<file path="config.mk">
export PLATFORM = sky130hd
export DESIGN_NAME = filereg_top
export DESIGN_NICKNAME = d
export VERILOG_FILES = /design/src/common/filereg_pkg.sv /design/src/filereg/lbdr_xy_defaults.sv /design/src/filereg/filereg_array.sv /design/src/rtl/op_control.sv /design/src/rtl/read_return.sv /design/src/rtl/filereg_top.sv
export VERILOG_INCLUDE_DIRS = /design/src /design/src/common
export SDC_FILE = /design/constraint.sdc
export NUM_CORES = 1
export LEC_CHECK = 0
export ABC_AREA = 1
export ABC_CLOCK_PERIOD_IN_PS = 4100
export BUFFER_PORTS_ARGS = -buffer_cell sky130_fd_sc_hd__buf_4
export CAP_MARGIN = 0
export CORE_MARGIN = 2
export CORE_UTILIZATION = 64
export DETAILED_ROUTE_END_ITERATION = 10
export PLACE_DENSITY_LB_ADDON = 0.05
export SYNTH_ARGS = -nofsm -noshare
export SYNTH_HDL_FRONTEND = slang
export SYNTH_HIERARCHICAL = 1
export SYNTH_SLANG_ARGS = --single-unit
</file>
<file path="constraint.sdc">
create_clock -name clk_i -period 4.1 [get_ports clk_i]
set_input_delay 0.205 -clock clk_i [delete_from_list [all_inputs] [get_ports clk_i]]
set_output_delay 0.205 -clock clk_i [all_outputs]
set_load 0.02 [all_outputs]
</file>
<file path="src/common/filereg_cfg.svh">
`ifndef FILEREG_CFG_SVH
`define FILEREG_CFG_SVH

// ------------------------------
// register file geometry
// ------------------------------
`define FILEREG_DEPTH          8
`define FILEREG_ENTRY_WIDTH    16
`define FILEREG_ID_WIDTH       3

// command codes, one bit wide
`define FILEREG_CMD_WIDTH      1
`define FILEREG_CMD_READ       1'b0
`define FILEREG_CMD_WRITE      1'b1

// ------------------------------
// mesh and virtual networks
// ------------------------------
`define FILEREG_NUM_VNS        2
`define FILEREG_LBDR_BITS      12
`define FILEREG_NODE_ID_WIDTH  4
`define FILEREG_DIM_X          4
`define FILEREG_DIM_Y          4
`define FILEREG_DIM_X_WIDTH    2
`define FILEREG_DIM_Y_WIDTH    2

// lbdr bit positions, routing bits on top
`define FILEREG_LBDR_RNE       11
`define FILEREG_LBDR_RNW       10
`define FILEREG_LBDR_REN       9
`define FILEREG_LBDR_RES       8
`define FILEREG_LBDR_RWN       7
`define FILEREG_LBDR_RWS       6
`define FILEREG_LBDR_RSE       5
`define FILEREG_LBDR_RSW       4
// connectivity bits in the low nibble
`define FILEREG_LBDR_CN        3
`define FILEREG_LBDR_CE        2
`define FILEREG_LBDR_CW        1
`define FILEREG_LBDR_CS        0

`endif

</file>
<file path="src/common/filereg_pkg.sv">
`include "filereg_cfg.svh"

package filereg_pkg;

  // ------------------------------
  // scalar fields
  // ------------------------------
  typedef logic [`FILEREG_ENTRY_WIDTH-1:0]   entry_t;
  typedef logic [`FILEREG_ID_WIDTH-1:0]      entry_id_t;
  typedef logic [`FILEREG_CMD_WIDTH-1:0]     cmd_t;
  // node id doubles as the requester id of a read
  typedef logic [`FILEREG_NODE_ID_WIDTH-1:0] node_id_t;

  // one lbdr set and the flat bus of all vns, vn 0 in the low bits
  typedef logic [`FILEREG_LBDR_BITS-1:0] lbdr_t;
  typedef logic [`FILEREG_NUM_VNS*`FILEREG_LBDR_BITS-1:0] lbdr_bus_t;

  // ------------------------------
  // stream words
  // ------------------------------
  // command word is {cmd, entry id, payload}
  typedef logic [`FILEREG_CMD_WIDTH+`FILEREG_ID_WIDTH+`FILEREG_ENTRY_WIDTH-1:0] op_word_t;
  // reply word is {source id, data}
  typedef logic [`FILEREG_NODE_ID_WIDTH+`FILEREG_ENTRY_WIDTH-1:0] reply_word_t;

  // reply slot occupancy
  typedef enum logic {
    RET_EMPTY = 1'b0,
    RET_FULL  = 1'b1
  } ret_state_e;

endpackage

</file>
<file path="src/filereg/lbdr_xy_defaults.sv">
`timescale 1ns/1ps

`include "filereg_cfg.svh"

module lbdr_xy_defaults import filereg_pkg::*; #(
  parameter int unsigned NODE_ID = 0
) (
  output lbdr_t default_o
);

  // ------------------------------
  // node position in the mesh
  // ------------------------------
  // ids grow eastward in x and northward in y
  localparam node_id_t NODE = node_id_t'(NODE_ID);
  localparam logic [`FILEREG_DIM_X_WIDTH-1:0] X_POS = NODE[`FILEREG_DIM_X_WIDTH-1:0];
  localparam logic [`FILEREG_DIM_Y_WIDTH-1:0] Y_POS =
    NODE[`FILEREG_DIM_X_WIDTH +: `FILEREG_DIM_Y_WIDTH];

  // mesh edge flags
  localparam bit ON_WEST  = (X_POS == 0);
  localparam bit ON_EAST  = (X_POS == `FILEREG_DIM_X - 1);
  localparam bit ON_SOUTH = (Y_POS == 0);
  localparam bit ON_NORTH = (Y_POS == `FILEREG_DIM_Y - 1);

  // ------------------------------
  // default lbdr set
  // ------------------------------
  always_comb begin
    default_o = '0;

    // xy routing is identical in every node
    // only the turns out of east and west are allowed
    default_o[`FILEREG_LBDR_RNE] = 1'b0;
    default_o[`FILEREG_LBDR_RNW] = 1'b0;
    default_o[`FILEREG_LBDR_REN] = 1'b1;
    default_o[`FILEREG_LBDR_RES] = 1'b1;
    default_o[`FILEREG_LBDR_RWN] = 1'b1;
    default_o[`FILEREG_LBDR_RWS] = 1'b1;
    default_o[`FILEREG_LBDR_RSE] = 1'b0;
    default_o[`FILEREG_LBDR_RSW] = 1'b0;

    // no link leaves the mesh border
    default_o[`FILEREG_LBDR_CN] = !ON_NORTH;
    default_o[`FILEREG_LBDR_CE] = !ON_EAST;
    default_o[`FILEREG_LBDR_CW] = !ON_WEST;
    default_o[`FILEREG_LBDR_CS] = !ON_SOUTH;
  end

endmodule

</file>
<file path="src/filereg/filereg_array.sv">
`timescale 1ns/1ps

`include "filereg_cfg.svh"

module filereg_array import filereg_pkg::*; #(
  parameter int unsigned NODE_ID = 0
) (
  input  logic      clk_i,
  input  logic      rst_i,
  input  logic      wr_en_i,
  input  entry_id_t entry_id_i,
  input  entry_t    wr_data_i,
  output entry_t    rd_data_o,
  output lbdr_bus_t lbdr_bits_bus_o
);

  localparam int PAD_WIDTH = `FILEREG_ENTRY_WIDTH - `FILEREG_LBDR_BITS;

  // register storage
  entry_t regs_q [`FILEREG_DEPTH];

  // xy defaults for this node
  lbdr_t lbdr_default;

  lbdr_xy_defaults #(
    .NODE_ID(NODE_ID)
  ) u_defaults (
    .default_o(lbdr_default)
  );

  // ------------------------------
  // write port
  // ------------------------------
  // vn entries come up with the xy set, the rest with zero
  always_ff @(posedge clk_i) begin
    if (rst_i) begin
      for (int i = 0; i < `FILEREG_DEPTH; i++) begin
        if (i < `FILEREG_NUM_VNS) begin
          regs_q[i] <= {{PAD_WIDTH{1'b0}}, lbdr_default};
        end else begin
          regs_q[i] <= '0;
        end
      end
    end else if (wr_en_i) begin
      regs_q[entry_id_i] <= wr_data_i;
    end
  end

  // read port, no latency
  assign rd_data_o = regs_q[entry_id_i];

  // ------------------------------
  // lbdr output bus
  // ------------------------------
  // upper entry bits are not routed out
  for (genvar vn = 0; vn < `FILEREG_NUM_VNS; vn++) begin : g_lbdr_bus
    assign lbdr_bits_bus_o[vn*`FILEREG_LBDR_BITS +: `FILEREG_LBDR_BITS] =
      regs_q[vn][`FILEREG_LBDR_BITS-1:0];
  end

  // a write never lands on an unknown entry
  a_wr_id_known: assert property (
    @(posedge clk_i) disable iff (rst_i) wr_en_i |-> !$isunknown(entry_id_i)
  );

endmodule

</file>
<file path="src/rtl/op_control.sv">
`timescale 1ns/1ps

`include "filereg_cfg.svh"

module op_control import filereg_pkg::*; (
  input  logic      operation_tvalid_i,
  input  op_word_t  operation_tdata_i,
  input  logic      slot_free_i,
  output logic      operation_tready_o,
  output logic      wr_en_o,
  output logic      rd_en_o,
  output entry_id_t entry_id_o,
  output entry_t    wr_data_o,
  output node_id_t  src_id_o
);

  // ------------------------------
  // command word fields
  // ------------------------------
  localparam int DATA_MSB = `FILEREG_ENTRY_WIDTH - 1;
  localparam int ID_LSB   = `FILEREG_ENTRY_WIDTH;
  localparam int ID_MSB   = ID_LSB + `FILEREG_ID_WIDTH - 1;
  localparam int CMD_LSB  = ID_MSB + 1;
  localparam int CMD_MSB  = CMD_LSB + `FILEREG_CMD_WIDTH - 1;

  cmd_t   cmd;
  entry_t payload;
  logic   is_write;
  logic   is_read;
  logic   accept;

  assign cmd        = operation_tdata_i[CMD_MSB:CMD_LSB];
  assign entry_id_o = operation_tdata_i[ID_MSB:ID_LSB];
  assign payload    = operation_tdata_i[DATA_MSB:0];

  assign is_write = (cmd == `FILEREG_CMD_WRITE);
  assign is_read  = (cmd == `FILEREG_CMD_READ);

  // ------------------------------
  // acceptance
  // ------------------------------
  // writes always pass
  // reads wait until the reply slot can take them
  assign operation_tready_o = is_write || (is_read && slot_free_i);
  assign accept             = operation_tvalid_i && operation_tready_o;

  // strobes only on a real transfer
  assign wr_en_o = accept && is_write;
  assign rd_en_o = accept && is_read;

  // write data is the whole payload
  assign wr_data_o = payload;
  // on a read the requester id sits in the low payload bits
  assign src_id_o  = payload[`FILEREG_NODE_ID_WIDTH-1:0];

endmodule

</file>
<file path="src/rtl/read_return.sv">
`timescale 1ns/1ps

module read_return import filereg_pkg::*; (
  input  logic        clk_i,
  input  logic        rst_i,
  input  logic        rd_en_i,
  input  entry_t      rd_data_i,
  input  node_id_t    src_id_i,
  input  logic        register_tready_i,
  output logic        slot_free_o,
  output logic        register_tvalid_o,
  output reply_word_t register_tdata_o
);

  ret_state_e  state_q;
  ret_state_e  state_d;
  reply_word_t reply_q;
  logic        drain;

  // reply leaves the slot this cycle
  assign drain = (state_q == RET_FULL) && register_tready_i;

  // empty slot or one that drains now can take a read
  assign slot_free_o = (state_q == RET_EMPTY) || drain;

  // ------------------------------
  // slot fsm
  // ------------------------------
  always_comb begin
    state_d = state_q;
    case (state_q)
      RET_EMPTY: begin
        if (rd_en_i) begin
          state_d = RET_FULL;
        end
      end
      RET_FULL: begin
        // a read in the drain cycle refills without a bubble
        if (drain && !rd_en_i) begin
          state_d = RET_EMPTY;
        end
      end
      default: begin
        state_d = RET_EMPTY;
      end
    endcase
  end

  always_ff @(posedge clk_i) begin
    if (rst_i) begin
      state_q <= RET_EMPTY;
    end else begin
      state_q <= state_d;
    end
  end

  // data captured at accept so later writes do not reach it
  always_ff @(posedge clk_i) begin
    if (rd_en_i) begin
      reply_q <= {src_id_i, rd_data_i};
    end
  end

  assign register_tvalid_o = (state_q == RET_FULL);
  assign register_tdata_o  = reply_q;

  // ------------------------------
  // checks
  // ------------------------------
  // stalled reply keeps its word
  a_reply_stable: assert property (
    @(posedge clk_i) disable iff (rst_i)
    (register_tvalid_o && !register_tready_i) |=> $stable(register_tdata_o)
  );

  // the command side must hold reads off a full slot
  a_no_overrun: assert property (
    @(posedge clk_i) disable iff (rst_i)
    rd_en_i |-> ((state_q == RET_EMPTY) || register_tready_i)
  );

endmodule

</file>
<file path="src/rtl/filereg_top.sv">
`timescale 1ns/1ps

module filereg_top import filereg_pkg::*; #(
  // node 5 sits at x 1 y 1 and touches no edge
  parameter int unsigned NODE_ID = 5
) (
  input  logic        clk_i,
  input  logic        rst_i,
  // command stream
  input  logic        operation_tvalid_i,
  input  op_word_t    operation_tdata_i,
  output logic        operation_tready_o,
  // reply stream
  input  logic        register_tready_i,
  output logic        register_tvalid_o,
  output reply_word_t register_tdata_o,
  // routing configuration to the router
  output lbdr_bus_t   lbdr_bits_bus_o
);

  // ------------------------------
  // internal wires
  // ------------------------------
  logic      wr_en;
  logic      rd_en;
  entry_id_t entry_id;
  entry_t    wr_data;
  entry_t    rd_data;
  node_id_t  src_id;
  logic      slot_free;

  // command decode and acceptance
  op_control u_op_control (
    .operation_tvalid_i(operation_tvalid_i),
    .operation_tdata_i (operation_tdata_i),
    .slot_free_i       (slot_free),
    .operation_tready_o(operation_tready_o),
    .wr_en_o           (wr_en),
    .rd_en_o           (rd_en),
    .entry_id_o        (entry_id),
    .wr_data_o         (wr_data),
    .src_id_o          (src_id)
  );

  // storage with xy reset defaults
  filereg_array #(
    .NODE_ID(NODE_ID)
  ) u_filereg_array (
    .clk_i          (clk_i),
    .rst_i          (rst_i),
    .wr_en_i        (wr_en),
    .entry_id_i     (entry_id),
    .wr_data_i      (wr_data),
    .rd_data_o      (rd_data),
    .lbdr_bits_bus_o(lbdr_bits_bus_o)
  );

  // one deep reply slot
  read_return u_read_return (
    .clk_i            (clk_i),
    .rst_i            (rst_i),
    .rd_en_i          (rd_en),
    .rd_data_i        (rd_data),
    .src_id_i         (src_id),
    .register_tready_i(register_tready_i),
    .slot_free_o      (slot_free),
    .register_tvalid_o(register_tvalid_o),
    .register_tdata_o (register_tdata_o)
  );

endmodule

</file>
# ---- After elaboration in Yosys (flattened, before gate mapping)
# Memories as Yosys holds them, arrays and structs flattened. A register that Yosys moved wholly into a read port is not among the register bits.
# Index checks and enable logic that the tools add are counted.
# W data, S select, Z words.
dict set report op_classes {
  muxes 11
  n_bitwise 2
  n_reduce_logical 10
}
# op n
set ops {}
lappend ops {{$mux W16} 1}
lappend ops {{$reduce_or A16 Y1} 1}
lappend ops {{$mux W1} 8}
lappend ops {{$logic_and A1 B1 Y1} 6}
lappend ops {{$mux W3} 1}
lappend ops {{$logic_or A1 B1 Y1} 2}
lappend ops {{$not A1 Y1} 2}
lappend ops {{$pmux W1 S2} 1}
lappend ops {{$logic_not A1 Y1} 1}
dict set report word_totals {
  ff_bits 21
  mem_bits_rw 128
  out_inout_bits 46
  word_cells 26
  memories 1
}
# memory words word_bits read_ports rd_ports_with_merged_regs write_ports line
set memory_table {}
lappend memory_table {u_filereg_array.regs_q 8 16 3 1 8 filereg_array.sv:20} ;# entry_t regs_q [`FILEREG_DEPTH];

# ---- Longest topological paths before layout
dict set report depth {
  word_depth 11
  mapped_depth 10
}

# ---- Cells and area by module
# Netlist, hierarchy kept.
# mod n_inst cells_per_inst area_per_inst_um2 seq_area_each_um2
set by_module_without_submodules {}
lappend by_module_without_submodules {filereg_array 1 803 6740.2 3843.7}
lappend by_module_without_submodules {read_return 1 25 643.1 620.6}
lappend by_module_without_submodules {op_control 1 30 206.4 0.0}
lappend by_module_without_submodules {lbdr_xy_defaults 1 14 97.6 0.0}

# ---- Worst setup path before layout
# No wires, ideal clock.
dict set report synth_path {
  kind {register to register}
  start {register u_read_return.state_q (netlist: u_read_return/register_tvalid_o)}
  end {memory u_filereg_array/regs_q[4][0] (netlist name), enable pin}
  arrival_ns 1.650
  required_ns 3.728
  slack_ns 2.078
  stages_incl_launch_ff 9
  cell_sequence {dfxtp_1 > nand2_2 > nor2_1 > nor3_2 > nand2_2 > nor2_1 > nand2_2 > buf_6 > nand2_1}
}
# element line
set synth_lines {}
lappend synth_lines {{start: declaration} read_return.sv:15} ;# ret_state_e state_q;
lappend synth_lines {{start signal: assignment} read_return.sv:53} ;# state_q <= state_d;
lappend synth_lines {{end: declaration} filereg_array.sv:20}

==> metrics.txt <==
Cell Area, Synth about 0.0077 sq mm; CTS sink count about 150; top_reg_cell synth edfxtp_1; nets@finish 913; GPL Wtd Cong around 0.9; Final Max Slew Viols 0; number of fill cells 878; Clock Skew 7.168 ps; Hold Crit Start register_tready_i; Worst Tran Pin Value 949.7 ps; CP top delay family simple AND/OR/NAND/NOR gates; FF+latch area ~0.0045 sq mm; cts bufs inserted 17; setup bufs post-CTS 0; global-route wire length before repair roughly 27000 um; distinct cell type count of the synthesized netlist 18; initial core utilization 0.6481; H-tree levels 4; vias in the first global route 5088; final setup TNS 0 ps; critical-path cell with the highest stage delay nand2_1; Area contributors post-synth edfxtp_1 58%, nand2_1 13%, inv_1 8.9%; grt ovf 0; Power Density 465.8 mW/mm^2; Hold-fix buffers, CTS 5; die width 113.6 um; drt pass-1 iters 6; Arr. time, crit path 2650 ps; reg2reg start u_read_return/register_tvalid_o; drt wl/cell approximately 16 um; Hold Path Class in2reg; most instantiated library cell after synthesis nand2_1; gr usage total 0.2817; ANT cells 0; via total after detailed routing 5379; max-cap violation count 0; final setup margin 1494 ps; r2r endpoint u_filereg_array/regs_q[1][15]; post-synthesis instance total 872; top cells by count, synth 261 x nand2_1, 183 x inv_1, 148 x edfxtp_1; Crit. End Element flip-flop; crit path buf inv count 1; drt first-iter violations 519; area occupied by multi-input gates 0.001897 sq mm; Worst path max stage delay roughly 640 ps; Synth async-reset ratio 0; final WL 17260 um; Worst-Skew Late Latency between 400 and 500 ps; Port Buffers 69; Synth top area share 0.5781; mean area per synthesized cell 8.816 sq um; share of layout cells above drive strength 1 0.1441; relative slew slack 0.3662; initial antenna violation count 0; CTS clock-pin slew for the worst setup and hold paths 60 ps; Post-synth EDFFs around 150; Setup CP Type reg2reg; post-synthesis sequential area ratio 0.5807; R2R Setup Slk 1490 ps; Core Region 0.01186 sq mm; WHS Path Cells 4; maximum number of pins on one net before global-route repair 68; Worst Path Max Fanout 17; Crit path required time 4150 ps; area delta synth->final 10.55%; synthesis warning total 6; post-synthesis register bit count ~150; die area 0.01290 sq mm; Final Hold Viols 0; DP Worst Slack 1207 ps; Fmax roughly 380 MHz; RSZ-0062 raised after global routing false; drt drc 0; CP most frequent cell nand2_2; CTS Root Cell clkbuf_16; detailed placer's ending HPWL 11510 um; CP cell instances nand2_2 -> nor2_1 -> nor3_2 -> nand2_2 -> nor2_2 -> inv_2 -> nand2_1; num ports 70; Max IR drop VDD 308.1 uV; Die H 113.6 um; hold endpoint u_read_return/register_tvalid_o; fin crit share 0.6357; TritonCTS clock tree yes; Antenna Nets Post-Route 0; Avg Vias per Cell 5.128; Lkg Pwr ~4.2 nW; post_cts resized 0; Final Setup Violations 0; startpoint types flip-flop; Max clock buf depth 2; Synth area leader edfxtp_1; R2R cell count 7; standard-cell row count 40; status completed; Period minus WS final 2606 ps
logic make-up (layout without fill, tap and decap cells):
group | after synthesis | after routing | synth area share
flip-flops | 149 | 149 | 0.5807
AND/OR/NAND/NOR | 446 | 446 | 0.2397
other | 2 | 12 | 0.0009769
AO/OA/AOI/OAI | 1 | 1 | 0.001140
buffers and inverters | 274 | 294 | 0.1774
tightest hold or removal path: stages:
cell	delay (ps)
buf_4	80
inv_1	30
nand2_2	80
a21oi_2	60
cell usage in the layout, fill, tap and decap left out, types with 8 or more instances in the layout:
| master | n |
|---|---|
| edfxtp_1 | 148 |
| conb_1 | 12 |
| nand2_1 | 261 |
| clkbuf_16 | 17 |
| buf_4 | 70 |
| nor2_1 | 103 |
| nand3_1 | 59 |
| inv_1 | 182 |
| nand2_2 | 8 |
layer usage:
layer,global-route usage,up-vias,share of wire
met5,0,-,0
met4,0.1398,0,0.033
met3,0.04357,32,0.081
met2,0.4595,253,0.49
met1,0.3722,2491,0.39
li1,-,2603,-
how the worst max path moves through the flow:
stage                                    startpoint  slack [ps]                            end  cells past startpoint
floorplan           u_read_return/register_tvalid_o        2080   u_filereg_array/regs_q[4][0]                      8
global placement              operation_tdata_i[16]        1350  u_filereg_array/regs_q[7][10]                      5
detailed placement            operation_tdata_i[16]        1210   u_filereg_array/regs_q[7][6]                      5
CTS                 u_read_return/register_tvalid_o        1500  u_filereg_array/regs_q[1][15]                      7
global route                                  rst_i        1310  u_filereg_array/regs_q[1][15]                      7
finish              u_read_return/register_tvalid_o        1490  u_filereg_array/regs_q[1][15]                      7
metrics by stage:
step	hold slack [ps]	utilization	power, mW	area (sq um)	std cells
global placement	377.1	0.6553	2.204	7772	1012
CTS	57.67	0.7165	3.970	8498	1049
detailed placement	390.9	0.6553	2.213	7772	1012
finish	71.23	0.7165	3.958	8498	1049
floorplan	267.4	-	2.119	7725	882
global route	76.01	0.7165	4.075	8498	1049
registers in the layout, summed over array words and instances (netlist names):
signal / cells
u_filereg_array/regs_q: 128
u_read_return/register_tdata_o: 20
u_read_return/register_tvalid_o: 1
final cells by class:
type	count	area share
flip-flops and latches	149	0.5253
multi-input cells	459	0.2232
clock inverters	15	0.02945
inverters	187	0.08260
well taps	147	0.02164
repair buffers	75	0.06773
clock buffers	17	0.05006
report_power, final:
part / internal, mW / total (mW) / leakage, nW / switching, mW
clock: 1.15 / 1.77 / 0.329 / 0.621
sequential: 1.78 / 1.81 / 1.42 / 0.0336
combinational: 0.116 / 0.377 / 2.41 / 0.261
total: 3.04 / 3.96 / 4.16 / 0.915
No activity file was read; power rests on OpenSTA's default activity.
